<file path="config.mk">
export PLATFORM = sky130hd
export DESIGN_NAME = dbg_monitor_top
export DESIGN_NICKNAME = d
export VERILOG_FILES = /design/src/common/dbg_pkg.sv /design/src/apb/dbg_apb_regs.sv /design/src/probe/stage_probe.sv /design/src/rtl/dbg_monitor_top.sv /design/src/rtl/dbg_trigger_ctrl.sv /design/src/rtl/dbg_watchpoint.sv
export SDC_FILE = /design/constraint.sdc
export NUM_CORES = 1
export LEC_CHECK = 0
export ABC_AREA = 1
export BUFFER_PORTS_ARGS = -buffer_cell sky130_fd_sc_hd__buf_4
export CAP_MARGIN = 20
export CORE_MARGIN = 2
export CORE_UTILIZATION = 39
export DETAILED_ROUTE_END_ITERATION = 12
export HOLD_SLACK_MARGIN = 0.15
export PLACE_DENSITY_LB_ADDON = 0.2
export SLEW_MARGIN = 10
export SYNTH_ARGS = -nofsm -noshare
export SYNTH_HDL_FRONTEND = slang
export SYNTH_SLANG_ARGS = --single-unit
</file>
<file path="constraint.sdc">
create_clock -name clk -period 3.5 [get_ports clk]
set_input_delay 0.35 -clock clk [delete_from_list [all_inputs] [get_ports clk]]
set_output_delay 0.35 -clock clk [all_outputs]
set_load 0.005 [all_outputs]
</file>
<file path="src/common/dbg_pkg.sv">
package dbg_pkg;

  typedef enum logic [1:0] {
    ST_IDLE    = 2'd0,
    ST_ARMED   = 2'd1,
    ST_RUN     = 2'd2,
    ST_STOPPED = 2'd3
  } dbg_state_e;

  typedef enum logic [1:0] {
    CMD_NOP   = 2'd0,
    CMD_ARM   = 2'd1,
    CMD_STOP  = 2'd2,
    CMD_CLEAR = 2'd3
  } dbg_cmd_e;

  parameter int NUM_STAGES = 4;

  // Stage order inside the probe arrays and the STATUS flag field
  parameter logic [1:0] STG_SPMM = 2'd0;
  parameter logic [1:0] STG_DMVM = 2'd1;
  parameter logic [1:0] STG_SM   = 2'd2;
  parameter logic [1:0] STG_AGGR = 2'd3;

  parameter logic [7:0] REG_ID         = 8'h00;
  parameter logic [7:0] REG_CTRL       = 8'h04;
  parameter logic [7:0] REG_STATUS     = 8'h08;
  parameter logic [7:0] REG_WATCH_ADDR = 8'h0C;
  parameter logic [7:0] REG_WATCH_LANE = 8'h10;
  parameter logic [7:0] REG_WATCH_DATA = 8'h14;
  parameter logic [7:0] REG_STAGE_SEL  = 8'h18;
  parameter logic [7:0] REG_XFER_CNT   = 8'h1C;
  parameter logic [7:0] REG_STALL_CNT  = 8'h20;
  parameter logic [7:0] REG_FEAT_LIMIT = 8'h24;

  parameter logic [31:0] DBG_ID = 32'h4E47_0001;

  // Start of the reserved feature buffer region
  parameter logic [15:0] FEAT_LIMIT_RST = 16'd43328;

endpackage

</file>
<file path="src/apb/dbg_apb_regs.sv">
`timescale 1ns/1ps

module dbg_apb_regs #(
  parameter int CNT_W = 32
) (
  input  logic                                        clk,
  input  logic                                        rst_n,
  input  logic                                        psel_i,
  input  logic                                        penable_i,
  input  logic                                        pwrite_i,
  input  logic [7:0]                                  paddr_i,
  input  logic [31:0]                                 pwdata_i,
  output logic [31:0]                                 prdata_o,
  output logic                                        pslverr_o,
  input  dbg_pkg::dbg_state_e                         state_i,
  input  logic [dbg_pkg::NUM_STAGES-1:0][1:0]         stage_flags_i,
  input  logic [dbg_pkg::NUM_STAGES-1:0][CNT_W-1:0]   xfer_cnt_i,
  input  logic [dbg_pkg::NUM_STAGES-1:0][CNT_W-1:0]   stall_cnt_i,
  input  logic [31:0]                                 watch_data_i,
  input  logic                                        watch_hit_i,
  input  logic                                        feat_hit_i,
  output logic                                        cmd_valid_o,
  output dbg_pkg::dbg_cmd_e                           cmd_o,
  output logic [13:0]                                 watch_addr_o,
  output logic [3:0]                                  watch_lane_o,
  output logic [15:0]                                 feat_limit_o
);

  logic        access;
  logic        wr_en;
  logic        mapped;
  logic        read_only;
  logic [31:0] rdata;
  logic [1:0]  stage_sel_q;

  assign access = psel_i && penable_i;
  assign wr_en  = access && pwrite_i && !pslverr_o;

  always_comb begin
    rdata     = '0;
    mapped    = 1'b1;
    read_only = 1'b0;
    case (paddr_i)
      dbg_pkg::REG_ID: begin
        rdata     = dbg_pkg::DBG_ID;
        read_only = 1'b1;
      end
      dbg_pkg::REG_CTRL: begin
        rdata = '0; // Commands are write-only pulses
      end
      dbg_pkg::REG_STATUS: begin
        rdata     = {14'b0, feat_hit_i, watch_hit_i, stage_flags_i, 6'b0, state_i};
        read_only = 1'b1;
      end
      dbg_pkg::REG_WATCH_ADDR: rdata = {18'b0, watch_addr_o};
      dbg_pkg::REG_WATCH_LANE: rdata = {28'b0, watch_lane_o};
      dbg_pkg::REG_WATCH_DATA: begin
        rdata     = watch_data_i;
        read_only = 1'b1;
      end
      dbg_pkg::REG_STAGE_SEL: rdata = {30'b0, stage_sel_q};
      dbg_pkg::REG_XFER_CNT: begin
        rdata     = 32'(xfer_cnt_i[stage_sel_q]);
        read_only = 1'b1;
      end
      dbg_pkg::REG_STALL_CNT: begin
        rdata     = 32'(stall_cnt_i[stage_sel_q]);
        read_only = 1'b1;
      end
      dbg_pkg::REG_FEAT_LIMIT: rdata = {16'b0, feat_limit_o};
      default: mapped = 1'b0;
    endcase
  end

  assign pslverr_o = access && (!mapped || (pwrite_i && read_only));
  assign prdata_o  = (access && !pwrite_i) ? rdata : '0;

  assign cmd_valid_o = wr_en && (paddr_i == dbg_pkg::REG_CTRL);
  assign cmd_o       = dbg_pkg::dbg_cmd_e'(pwdata_i[1:0]);

  always_ff @(posedge clk or negedge rst_n) begin
    if (!rst_n) begin
      watch_addr_o <= '0;
      watch_lane_o <= '0;
      stage_sel_q  <= '0;
      feat_limit_o <= dbg_pkg::FEAT_LIMIT_RST;
    end else if (wr_en) begin
      case (paddr_i)
        dbg_pkg::REG_WATCH_ADDR: watch_addr_o <= pwdata_i[13:0];
        dbg_pkg::REG_WATCH_LANE: watch_lane_o <= pwdata_i[3:0];
        dbg_pkg::REG_STAGE_SEL:  stage_sel_q  <= pwdata_i[1:0];
        dbg_pkg::REG_FEAT_LIMIT: feat_limit_o <= pwdata_i[15:0];
        default: begin
        end
      endcase
    end
  end

  // Access phase only ever follows a selected setup phase
  a_penable_psel: assert property (
    @(posedge clk) disable iff (!rst_n)
    penable_i |-> psel_i
  );

endmodule

</file>
<file path="src/probe/stage_probe.sv">
`timescale 1ns/1ps

module stage_probe #(
  parameter int CNT_W = 32
) (
  input  logic             clk,
  input  logic             rst_n,
  input  logic             vld_i,
  input  logic             rdy_i,
  input  logic             run_en_i,
  input  logic             clr_i,
  output logic [1:0]       flags_o,
  output logic [CNT_W-1:0] xfer_cnt_o,
  output logic [CNT_W-1:0] stall_cnt_o
);

  logic xfer_inc;
  logic stall_inc;

  assign xfer_inc  = run_en_i && vld_i && rdy_i;
  assign stall_inc = run_en_i && vld_i && !rdy_i;

  always_ff @(posedge clk or negedge rst_n) begin
    if (!rst_n) begin
      flags_o     <= '0;
      xfer_cnt_o  <= '0;
      stall_cnt_o <= '0;
    end else if (clr_i) begin
      flags_o     <= '0;
      xfer_cnt_o  <= '0;
      stall_cnt_o <= '0;
    end else begin
      if (run_en_i) begin
        flags_o <= flags_o | {rdy_i, vld_i}; // Bit 0 valid seen, bit 1 ready seen
      end
      if (xfer_inc && (xfer_cnt_o != '1)) begin
        xfer_cnt_o <= xfer_cnt_o + 1'b1; // Holds at all ones
      end
      if (stall_inc && (stall_cnt_o != '1)) begin
        stall_cnt_o <= stall_cnt_o + 1'b1;
      end
    end
  end

  // A stage either transfers or stalls in one cycle, so at most one counter moves
  a_one_counter: assert property (
    @(posedge clk) disable iff (!rst_n)
    !clr_i |=> !((xfer_cnt_o != $past(xfer_cnt_o)) && (stall_cnt_o != $past(stall_cnt_o)))
  );

endmodule

</file>
<file path="src/rtl/dbg_monitor_top.sv">
`timescale 1ns/1ps

module dbg_monitor_top #(
  parameter int CNT_W     = 32,
  parameter int NUM_LANES = 16,
  parameter int LANE_W    = 12
) (
  input  logic                              clk,
  input  logic                              rst_n,
  input  logic                              psel_i,
  input  logic                              penable_i,
  input  logic                              pwrite_i,
  input  logic [7:0]                        paddr_i,
  input  logic [31:0]                       pwdata_i,
  output logic [31:0]                       prdata_o,
  output logic                              pslverr_o,
  input  logic                              spmm_vld_i,
  input  logic                              spmm_rdy_i,
  input  logic                              dmvm_vld_i,
  input  logic                              dmvm_rdy_i,
  input  logic                              sm_vld_i,
  input  logic                              sm_rdy_i,
  input  logic                              aggr_vld_i,
  input  logic                              aggr_rdy_i,
  input  logic [NUM_LANES-1:0][LANE_W-1:0]  sppe_i,
  input  logic [13:0]                       wh_addr_i,
  input  logic                              feat_ena_i,
  input  logic [15:0]                       feat_addr_i
);

  localparam int NS = dbg_pkg::NUM_STAGES;

  logic                      cmd_valid;
  dbg_pkg::dbg_cmd_e         cmd;
  dbg_pkg::dbg_state_e       state;
  logic                      run_en;
  logic                      clr;
  logic [13:0]               watch_addr;
  logic [3:0]                watch_lane;
  logic [15:0]               feat_limit;
  logic [LANE_W-1:0]         watch_data;
  logic                      watch_hit;
  logic                      feat_hit;
  logic [NS-1:0]             stage_vld;
  logic [NS-1:0]             stage_rdy;
  logic [NS-1:0][1:0]        stage_flags;
  logic [NS-1:0][CNT_W-1:0]  xfer_cnt;
  logic [NS-1:0][CNT_W-1:0]  stall_cnt;

  assign stage_vld[dbg_pkg::STG_SPMM] = spmm_vld_i;
  assign stage_rdy[dbg_pkg::STG_SPMM] = spmm_rdy_i;
  assign stage_vld[dbg_pkg::STG_DMVM] = dmvm_vld_i;
  assign stage_rdy[dbg_pkg::STG_DMVM] = dmvm_rdy_i;
  assign stage_vld[dbg_pkg::STG_SM]   = sm_vld_i;
  assign stage_rdy[dbg_pkg::STG_SM]   = sm_rdy_i;
  assign stage_vld[dbg_pkg::STG_AGGR] = aggr_vld_i;
  assign stage_rdy[dbg_pkg::STG_AGGR] = aggr_rdy_i;

  dbg_trigger_ctrl u_trigger (
    .clk         (clk),
    .rst_n       (rst_n),
    .cmd_valid_i (cmd_valid),
    .cmd_i       (cmd),
    .spmm_vld_i  (spmm_vld_i),
    .state_o     (state),
    .run_en_o    (run_en),
    .clr_o       (clr)
  );

  for (genvar g = 0; g < NS; g++) begin : g_probe
    stage_probe #(.CNT_W(CNT_W)) u_probe (
      .clk         (clk),
      .rst_n       (rst_n),
      .vld_i       (stage_vld[g]),
      .rdy_i       (stage_rdy[g]),
      .run_en_i    (run_en),
      .clr_i       (clr),
      .flags_o     (stage_flags[g]),
      .xfer_cnt_o  (xfer_cnt[g]),
      .stall_cnt_o (stall_cnt[g])
    );
  end

  dbg_watchpoint #(.NUM_LANES(NUM_LANES), .LANE_W(LANE_W)) u_watch (
    .clk          (clk),
    .rst_n        (rst_n),
    .run_en_i     (run_en),
    .clr_i        (clr),
    .spmm_rdy_i   (spmm_rdy_i),
    .sppe_i       (sppe_i),
    .wh_addr_i    (wh_addr_i),
    .watch_addr_i (watch_addr),
    .watch_lane_i (watch_lane),
    .feat_ena_i   (feat_ena_i),
    .feat_addr_i  (feat_addr_i),
    .feat_limit_i (feat_limit),
    .watch_data_o (watch_data),
    .watch_hit_o  (watch_hit),
    .feat_hit_o   (feat_hit)
  );

  dbg_apb_regs #(.CNT_W(CNT_W)) u_regs (
    .clk           (clk),
    .rst_n         (rst_n),
    .psel_i        (psel_i),
    .penable_i     (penable_i),
    .pwrite_i      (pwrite_i),
    .paddr_i       (paddr_i),
    .pwdata_i      (pwdata_i),
    .prdata_o      (prdata_o),
    .pslverr_o     (pslverr_o),
    .state_i       (state),
    .stage_flags_i (stage_flags),
    .xfer_cnt_i    (xfer_cnt),
    .stall_cnt_i   (stall_cnt),
    .watch_data_i  (32'(watch_data)), // Lane value zero-extended to the bus width
    .watch_hit_i   (watch_hit),
    .feat_hit_i    (feat_hit),
    .cmd_valid_o   (cmd_valid),
    .cmd_o         (cmd),
    .watch_addr_o  (watch_addr),
    .watch_lane_o  (watch_lane),
    .feat_limit_o  (feat_limit)
  );

endmodule

</file>
<file path="src/rtl/dbg_trigger_ctrl.sv">
`timescale 1ns/1ps

module dbg_trigger_ctrl (
  input  logic                clk,
  input  logic                rst_n,
  input  logic                cmd_valid_i,
  input  dbg_pkg::dbg_cmd_e   cmd_i,
  input  logic                spmm_vld_i,
  output dbg_pkg::dbg_state_e state_o,
  output logic                run_en_o,
  output logic                clr_o
);

  dbg_pkg::dbg_state_e state_q;
  dbg_pkg::dbg_state_e state_d;

  always_comb begin
    state_d = state_q;
    if (state_q == dbg_pkg::ST_ARMED && spmm_vld_i) begin
      state_d = dbg_pkg::ST_RUN; // First sparse multiply valid after arming
    end
    if (cmd_valid_i) begin
      case (cmd_i)
        dbg_pkg::CMD_ARM: begin
          if (state_q == dbg_pkg::ST_IDLE || state_q == dbg_pkg::ST_STOPPED) begin
            state_d = dbg_pkg::ST_ARMED;
          end
        end
        dbg_pkg::CMD_STOP: begin
          if (state_q == dbg_pkg::ST_ARMED || state_q == dbg_pkg::ST_RUN) begin
            state_d = dbg_pkg::ST_STOPPED;
          end
        end
        dbg_pkg::CMD_CLEAR: begin
          state_d = dbg_pkg::ST_IDLE;
        end
        default: begin
          state_d = state_d; // NOP keeps whatever the trigger decided
        end
      endcase
    end
  end

  always_ff @(posedge clk or negedge rst_n) begin
    if (!rst_n) begin
      state_q <= dbg_pkg::ST_IDLE;
    end else begin
      state_q <= state_d;
    end
  end

  assign state_o  = state_q;
  assign run_en_o = (state_q == dbg_pkg::ST_RUN);
  assign clr_o    = cmd_valid_i && (cmd_i == dbg_pkg::CMD_CLEAR); // Probes clear at this same edge

  // A clear must never leave the monitor collecting
  a_clr_not_run: assert property (
    @(posedge clk) disable iff (!rst_n)
    clr_o |=> (state_o != dbg_pkg::ST_RUN)
  );

endmodule

</file>
<file path="src/rtl/dbg_watchpoint.sv">
`timescale 1ns/1ps

module dbg_watchpoint #(
  parameter int NUM_LANES = 16,
  parameter int LANE_W    = 12
) (
  input  logic                              clk,
  input  logic                              rst_n,
  input  logic                              run_en_i,
  input  logic                              clr_i,
  input  logic                              spmm_rdy_i,
  input  logic [NUM_LANES-1:0][LANE_W-1:0]  sppe_i,
  input  logic [13:0]                       wh_addr_i,
  input  logic [13:0]                       watch_addr_i,
  input  logic [3:0]                        watch_lane_i,
  input  logic                              feat_ena_i,
  input  logic [15:0]                       feat_addr_i,
  input  logic [15:0]                       feat_limit_i,
  output logic [LANE_W-1:0]                 watch_data_o,
  output logic                              watch_hit_o,
  output logic                              feat_hit_o
);

  logic addr_match;
  logic feat_over;

  assign addr_match = run_en_i && spmm_rdy_i && (wh_addr_i == watch_addr_i);
  assign feat_over  = run_en_i && feat_ena_i && (feat_addr_i >= feat_limit_i);

  always_ff @(posedge clk or negedge rst_n) begin
    if (!rst_n) begin
      watch_data_o <= '0;
      watch_hit_o  <= 1'b0;
      feat_hit_o   <= 1'b0;
    end else if (clr_i) begin
      watch_data_o <= '0;
      watch_hit_o  <= 1'b0;
      feat_hit_o   <= 1'b0;
    end else begin
      if (addr_match) begin
        watch_data_o <= sppe_i[watch_lane_i]; // Latest match wins
        watch_hit_o  <= 1'b1;
      end
      if (feat_over) begin
        feat_hit_o <= 1'b1;
      end
    end
  end

  // The lane register is programmed over APB and must name an existing lane
  a_lane_range: assert property (
    @(posedge clk) disable iff (!rst_n)
    run_en_i |-> (int'(watch_lane_i) < NUM_LANES)
  );

endmodule

</file>
==> impl_metrics.py, run 1 <==
metrics = {
    "status": {
        "status": "complete, no violations",
    },
    "timing": {
        "period_minus_slack_ns": 3.41,
        "fin_setup_tns_ns": 0,
        "whs_ns": 0.177,
        "fin_crit_sh_pct": 97.3,
        "finalSetupViolCount": 0,
        "hold_viol": 0,
        "fin_worst_skew_ns": 0.0144,
        "report.final.slew_viol_count": 0,
        "rsz0062_at_grt": "no",
        "tightest_slew_ns": 0.957,
        "fmax_mhz": 294,
        "slew_headroom_pct": 36.2,
        "post-route-worst-setup-slack_ns": 0.0935,
    },
    "hold_path": {
        "worstHoldPathCells": 4,
        "hp-class": "primary input to register",
    },
    "pwr": {
        "p_total_w": 0.0101,
        "ir_worst_vdd_v": 0.000290,
        "leakage_nw": 12.9,
        "power_density_mw_per_mm2": 377,
    },
    "run": {
        "drv_cap": 0,
    },
    "routing": {
        "drc": 0,
        "detail-route-antenna-nets": 0,
        "drt_iter0_drc": 2071,
        "num_vias": 23400,
        "wirelength_mm": 80.7,
        "via_per_inst": 5.32,
        "dr.pass1.iters": 6,
        "routedWlPerCell_um": 18.3,
    },
    "synth": {
        "seq_area_frac_synth_pct": 35.5,
        "avgSynthCellArea_um2": 6.64,
        "syn_nets": 3660,
        "syn_inst": 3357,
        "synth_area_leaders": "dfrtp_1 35%, nand2_1 14%, nor2_1 9.3%",
        "synth_warnings": 0,
        "synth_ff_type": "dfrtp_1",
        "ys_seq_elements": 316,
        "async_flop_share_pct": 100,
        "yosysUniqueCellTypes": 48,
        "syn_area_mm2": 0.0223,
        "yosys.area.top_type": "dfrtp_1",
        "synth_top_area_share_pct": 34.9,
        "synth_edf_count": 0,
    },
    "global_route": {
        "grt_max_degree": 128,
        "grt_usage_pct": 27.1,
        "grt_pass1_wl_mm": 127,
        "overflow": 0,
        "grt_pass1_vias": 22400,
        "grt_antenna_before_repair": 3,
    },
    "place": {
        "placed_cell_area_mm2": 0.0253,
        "dpl_worst_slack_ns": 0.672,
        "place_congestion": 0.928,
        "dpl.hpwl_mm": 60.8,
        "port_buffers": 292,
    },
    "cells_and_area": {
        "seq_area_mm2": 0.00792,
        "final_net_count": 3921,
        "fillCellCount": 5898,
        "area_growth_pct": 20.0,
        "drive_gt1_share_pct": 11.8,
        "fin_area_mm2": 0.0268,
        "multi_input_area_mm2": 0.0124,
    },
    "setup_path": {
        "arrival_ns": 3.06,
        "path_max_fanout": 127,
        "cp-end-kind": "primary output",
        "start_kind": "register",
        "timing_worst_setup_path_type": "register to primary output",
        "crit_required_ns": 3.15,
        "regToRegSetupSlack_ns": 0.68,
        "rr_worst_depth": 9,
    },
    "cts": {
        "cts-root-buf": "clkbuf_16",
        "cts_tree": "built",
        "clockBufferDepth": 3,
        "cts_made_buffers": 39,
        "htree_levels": 2,
        "clk_pin_slew_ns": 0.06,
        "clk_latency_ns": 0.56,
        "post_cts_resized": 0,
        "clock-sinks": 316,
    },
    "floorplanning": {
        "core_area_mm2": 0.0565,
        "dieArea_mm2": 0.0591,
        "initial_utilization_pct": 39.5,
        "std_cell_rows": 87,
        "die_w_um": 243,
        "die_height_um": 243,
        "io_pins": 309,
    },
}
cell families after synthesis:
kind of cell	Yosys count	share of synthesized area (%)
compound gates	561	14.2
xor+xnor	165	6.48
fa+ha+maj	27	1.51
buf+inv	503	8.95
flops	316	35.5
simple gates	1785	33.4
layer usage:
| layer | vias up | wire length, um | GRT usage [%] |
|---|---|---|---|
| li1 | 11400 | - | - |
| met2 | 869 | 35400 | 41.9 |
| met1 | 10900 | 36600 | 38.3 |
| met3 | 155 | 6190 | 5.19 |
| met4 | 2 | 2530 | 8.52 |
| met5 | - | 8 | 0 |
registers in the layout, summed over array words and instances (netlist names):
register	cells
u_trigger.state_o	2
u_watch.watch_hit_o	1
u_regs.watch_lane_o	4
g_probe.u_probe.xfer_cnt_o	128
u_watch.feat_hit_o	1
u_regs.watch_addr_o	14
g_probe.u_probe.flags_o	8
g_probe.u_probe.stall_cnt_o	128
u_regs.feat_limit_o	16
u_watch.watch_data_o	12
u_regs.stage_sel_q	2
metrics by stage:
stage	util [%]	instances
final	47.4	4404
after detailed placement	44.8	4310
after global placement	44.8	4310
after CTS	47.4	4402
after floorplan	-	3357
after global routing	47.4	4404
Yosys cell counts, drive strengths merged (7+ instances only):
cell type	instances
a21oi	231
a22oi	44
a41oi	10
buf	51
clkbuf	92
dfrtp	311
ha	27
inv	354
nand2	807
nand3	222
nand3b	7
nand4	73
nor2	553
nor3	99
nor4	10
o211ai	22
o21ai	188
o21bai	31
o221ai	8
o22ai	8
or2	7
xnor2	37
xor2	128
final cells by class:
| cell class | count | share of cell area (%) |
|---|---|---|
| clock inverters | 10 | 0.290 |
| clock buffers | 59 | 4.35 |
| inverters | 360 | 5.05 |
| multi-input cells | 2538 | 46.3 |
| diodes | 2 | 0.0187 |
| repair buffers | 363 | 10.9 |
| well taps | 756 | 3.53 |
| flip-flops and latches | 316 | 29.6 |
critical path, stage by stage (launching register included):
cell     delay (ns)
dfrtp_4        0.47
buf_12         0.44
buf_4          0.31
a21oi_1        0.10
o21ai_0        0.42
a41oi_1        0.44
buf_4          0.28
layout by cell type (no fill, tap or decap), drive strengths merged, types with 2 or more instances in the layout:
cell type,count
dfrtp,311
nor3b,3
clkinv,13
and2,2
nand4,73
dlygate4sd3,23
and3,2
inv,355
ha,27
o22ai,8
buf,340
o21bai,31
a22oi,44
a31oi,6
dfstp,5
a211oi,6
o211ai,22
o221ai,8
or2,7
xor2,128
nand3b,7
nand2,807
nor4,10
a41oi,10
nor2,553
nand3,222
o21ai,188
clkbuf,59
nor3,99
diode,2
xnor2,37
a21oi,231
final timing paths:
check | from | to
min in group asynchronous | rst_n | g_probe[3].u_probe.xfer_cnt_o[25]$_DFFE_PN0P_
max in group asynchronous | rst_n | g_probe[0].u_probe.xfer_cnt_o[11]$_DFFE_PN0P_
min reg2reg | u_regs.watch_addr_o[5]$_DFFE_PN0P_ | u_regs.watch_addr_o[5]$_DFFE_PN0P_
max reg2reg | u_trigger.state_o[0]$_DFF_PN0_ | g_probe[1].u_probe.xfer_cnt_o[17]$_DFFE_PN0P_
min | spmm_vld_i | u_trigger.state_o[0]$_DFF_PN0_
max | u_regs.stage_sel_q[0]$_DFFE_PN0P_ | prdata_o[15]
report_power, final:
group	switching, W	internal [W]	total [W]
sequential	0.000348	0.00393	0.00428
clock	0.00165	0.00236	0.00401
combinational	0.00109	0.000702	0.00179
total	0.00308	0.00700	0.0101
what timing repair did:
item,4_1_cts,5_1_grt
endpoints found under the hold margin,96,0
endpoints found under the setup margin,0,0
hold buffers,23,0
setup buffers,0,0
No activity file was read; power rests on OpenSTA's default activity.
==> inputs of run 2 (changes only) <==
--- a/config.mk
+++ b/config.mk
@@ -9,7 +9,7 @@
 export BUFFER_PORTS_ARGS = -buffer_cell sky130_fd_sc_hd__buf_4
 export CAP_MARGIN = 20
 export CORE_MARGIN = 2
-export CORE_UTILIZATION = 39
+export CORE_UTILIZATION = 33
 export DETAILED_ROUTE_END_ITERATION = 12
 export HOLD_SLACK_MARGIN = 0.15
 export PLACE_DENSITY_LB_ADDON = 0.2
==> impl_metrics.py, run 2 (synthesized netlist as in run 1, its figures left out) <==
metrics = {
    "timing": {
        "report.final.slew_viol_count": 0,
        "rsz0062_at_grt": "no",
        "fmax_mhz": 305,
        "finalSetupViolCount": 0,
        "hold_viol": 0,
        "slew_headroom_pct": 34.0,
        "fin_setup_tns_ns": 0,
        "post-route-worst-setup-slack_ns": 0.220,
        "period_minus_slack_ns": 3.28,
        "tightest_slew_ns": 0.990,
        "fin_crit_sh_pct": 93.7,
        "fin_worst_skew_ns": 0.0207,
    },
    "pwr": {
        "power_density_mw_per_mm2": 378,
        "leakage_nw": 12.9,
        "ir_worst_vdd_v": 0.000260,
    },
    "routing": {
        "drc": 0,
        "routedWlPerCell_um": 18.3,
        "wirelength_mm": 83.0,
        "detail-route-antenna-nets": 0,
        "dr.pass1.iters": 5,
        "drt_iter0_drc": 1846,
        "via_per_inst": 5.09,
        "num_vias": 23100,
    },
    "setup_path": {
        "timing_worst_setup_path_type": "register to primary output",
        "critPathTopFamily": "buffers and inverters",
        "cp-end-kind": "primary output",
        "path_cells": "inv_2 > buf_4 > buf_4 > a21oi_1 > o21ai_0 > nand3_1 > a41oi_1 > buf_4",
        "slowest_stage": "dfrtp_4",
        "arrival_ns": 2.93,
        "start_kind": "register",
        "path_common_cell": "buf_4",
        "max_stage_delay_ns": 0.49,
        "reg2reg_from": "u_trigger.state_o[0]$_DFF_PN0_",
        "path_max_fanout": 26,
        "startpoint": "u_regs.stage_sel_q[0]$_DFFE_PN0P_",
        "path_buf_inv": 4,
        "crit_required_ns": 3.15,
    },
    "global_route": {
        "overflow": 0,
        "grt_antenna_before_repair": 3,
        "grt_usage_pct": 23.5,
        "grt_pass1_wl_mm": 129,
        "grt_max_degree": 98,
        "grt_pass1_vias": 22000,
    },
    "cts": {
        "clock-sinks": 316,
        "cts_made_buffers": 41,
        "clockBufferDepth": 3,
        "cts_tree": "built",
        "clk_pin_slew_ns": 0.06,
        "htree_levels": 2,
        "cts-root-buf": "clkbuf_16",
        "clk_latency_ns": 0.57,
        "post_cts_resized": 0,
    },
    "place": {
        "dpl.hpwl_mm": 63.0,
        "dpl_worst_slack_ns": 0.603,
        "place_congestion": 0.930,
        "port_buffers": 292,
    },
    "floorplanning": {
        "io_pins": 309,
        "std_cell_rows": 95,
        "die_height_um": 264,
        "core_area_mm2": 0.0670,
        "die_w_um": 264,
        "initial_utilization_pct": 33.3,
        "dieArea_mm2": 0.0697,
    },
    "run": {
        "drv_cap": 0,
    },
    "cells_and_area": {
        "top_regs": "g_probe.u_probe.stall_cnt_o x128, g_probe.u_probe.xfer_cnt_o x128, u_regs.feat_limit_o x16",
        "mostFrequentLayoutCells": "805 x nand2_1, 550 x nor2_1, 348 x inv_1",
        "area_growth_pct": 21.3,
        "final_common_cell": "nand2_1",
        "final_net_count": 3933,
        "drive_gt1_share_pct": 11.9,
    },
    "status": {
        "status": "complete, no violations",
    },
    "hold_path": {
        "min_from": "pwdata_i[1]",
        "hp-class": "primary input to register",
    },
}
## run 2: per-layer routing
metal / track usage [%] / part of all wire [%] / up-vias
met3: 3.09 / 5.5 / 88
met4: 5.24 / 2.1 / 2
met2: 36.0 / 44 / 623
li1: - / - / 11500
met1: 35.0 / 49 / 10900
met5: 0 / 0.013 / -
## run 2: final cells by class
| type | instances | area (um2) |
|---|---|---|
| Sequential cell | 316 | 7920 |
| Multi-Input combinational cell | 2538 | 12400 |
| Timing Repair Buffer | 373 | 2970 |
| Inverter | 360 | 1350 |
| Tap cell | 873 | 1090 |
| Antenna cell | 2 | 5.00 |
| Clock buffer | 69 | 1230 |
| Clock inverter | 5 | 86.3 |
| Fill cell | 7271 | 40000 |
## run 2: power breakdown
part	leakage, nW	internal [W]	total (W)	switching, W
clock	0.641	0.00253	0.00423	0.00170
combinational	8.59	0.000695	0.00171	0.00102
sequential	3.71	0.00394	0.00427	0.000335
## run 2: through the flow
stage	total power, W	std cells	instance area, um2	util, %	hold slack (ns)
5_1_grt	0.0107	4536	27100	40.4	0.202
3_3_place_gp	0.00598	4436	25500	38.0	0.358
2_1_floorplan	0.00528	3357	22300	-	0.0544
4_1_cts	0.0103	4534	27000	40.3	0.176
6_report	0.0102	4536	27100	40.4	0.208
3_5_place_dp	0.00600	4436	25500	38.0	0.358
## run 2: worst paths after layout
kind                                                             endpoint  slack, ns  cells past startpoint
setup / recovery                                             prdata_o[13]       0.22                      8
hold / removal                         u_regs.feat_limit_o[1]$_DFFE_PN0P_       0.21                      3
setup reg to reg           g_probe[2].u_probe.stall_cnt_o[12]$_DFFE_PN0P_       0.72                     11
hold reg to reg                        u_regs.watch_addr_o[4]$_DFFE_PN0P_       0.48                      2
max in group asynchronous             u_regs.feat_limit_o[11]$_DFFE_PN1P_       2.21                      3
min in group asynchronous   g_probe[2].u_probe.xfer_cnt_o[14]$_DFFE_PN0P_       0.36                      2
## run 2: worst reg2reg max path, cell delays in order (launching register included)
cell and delay, ns:
dfrtp_1 0.37, inv_1 0.11, ha_1 0.45, nand2_1 0.15
nor2_1 0.32, nand2_1 0.09, buf_4 0.19, inv_1 0.37
nand2_1 0.15, nor2_1 0.22, xor2_1 0.18, nor2_1 0.05
## run 2: repair_timing
action / 4_1_cts / 5_1_grt
hold endpoints to repair: 97 / 0
hold buffers: 24 / 0
buffers inserted: 0 / 0
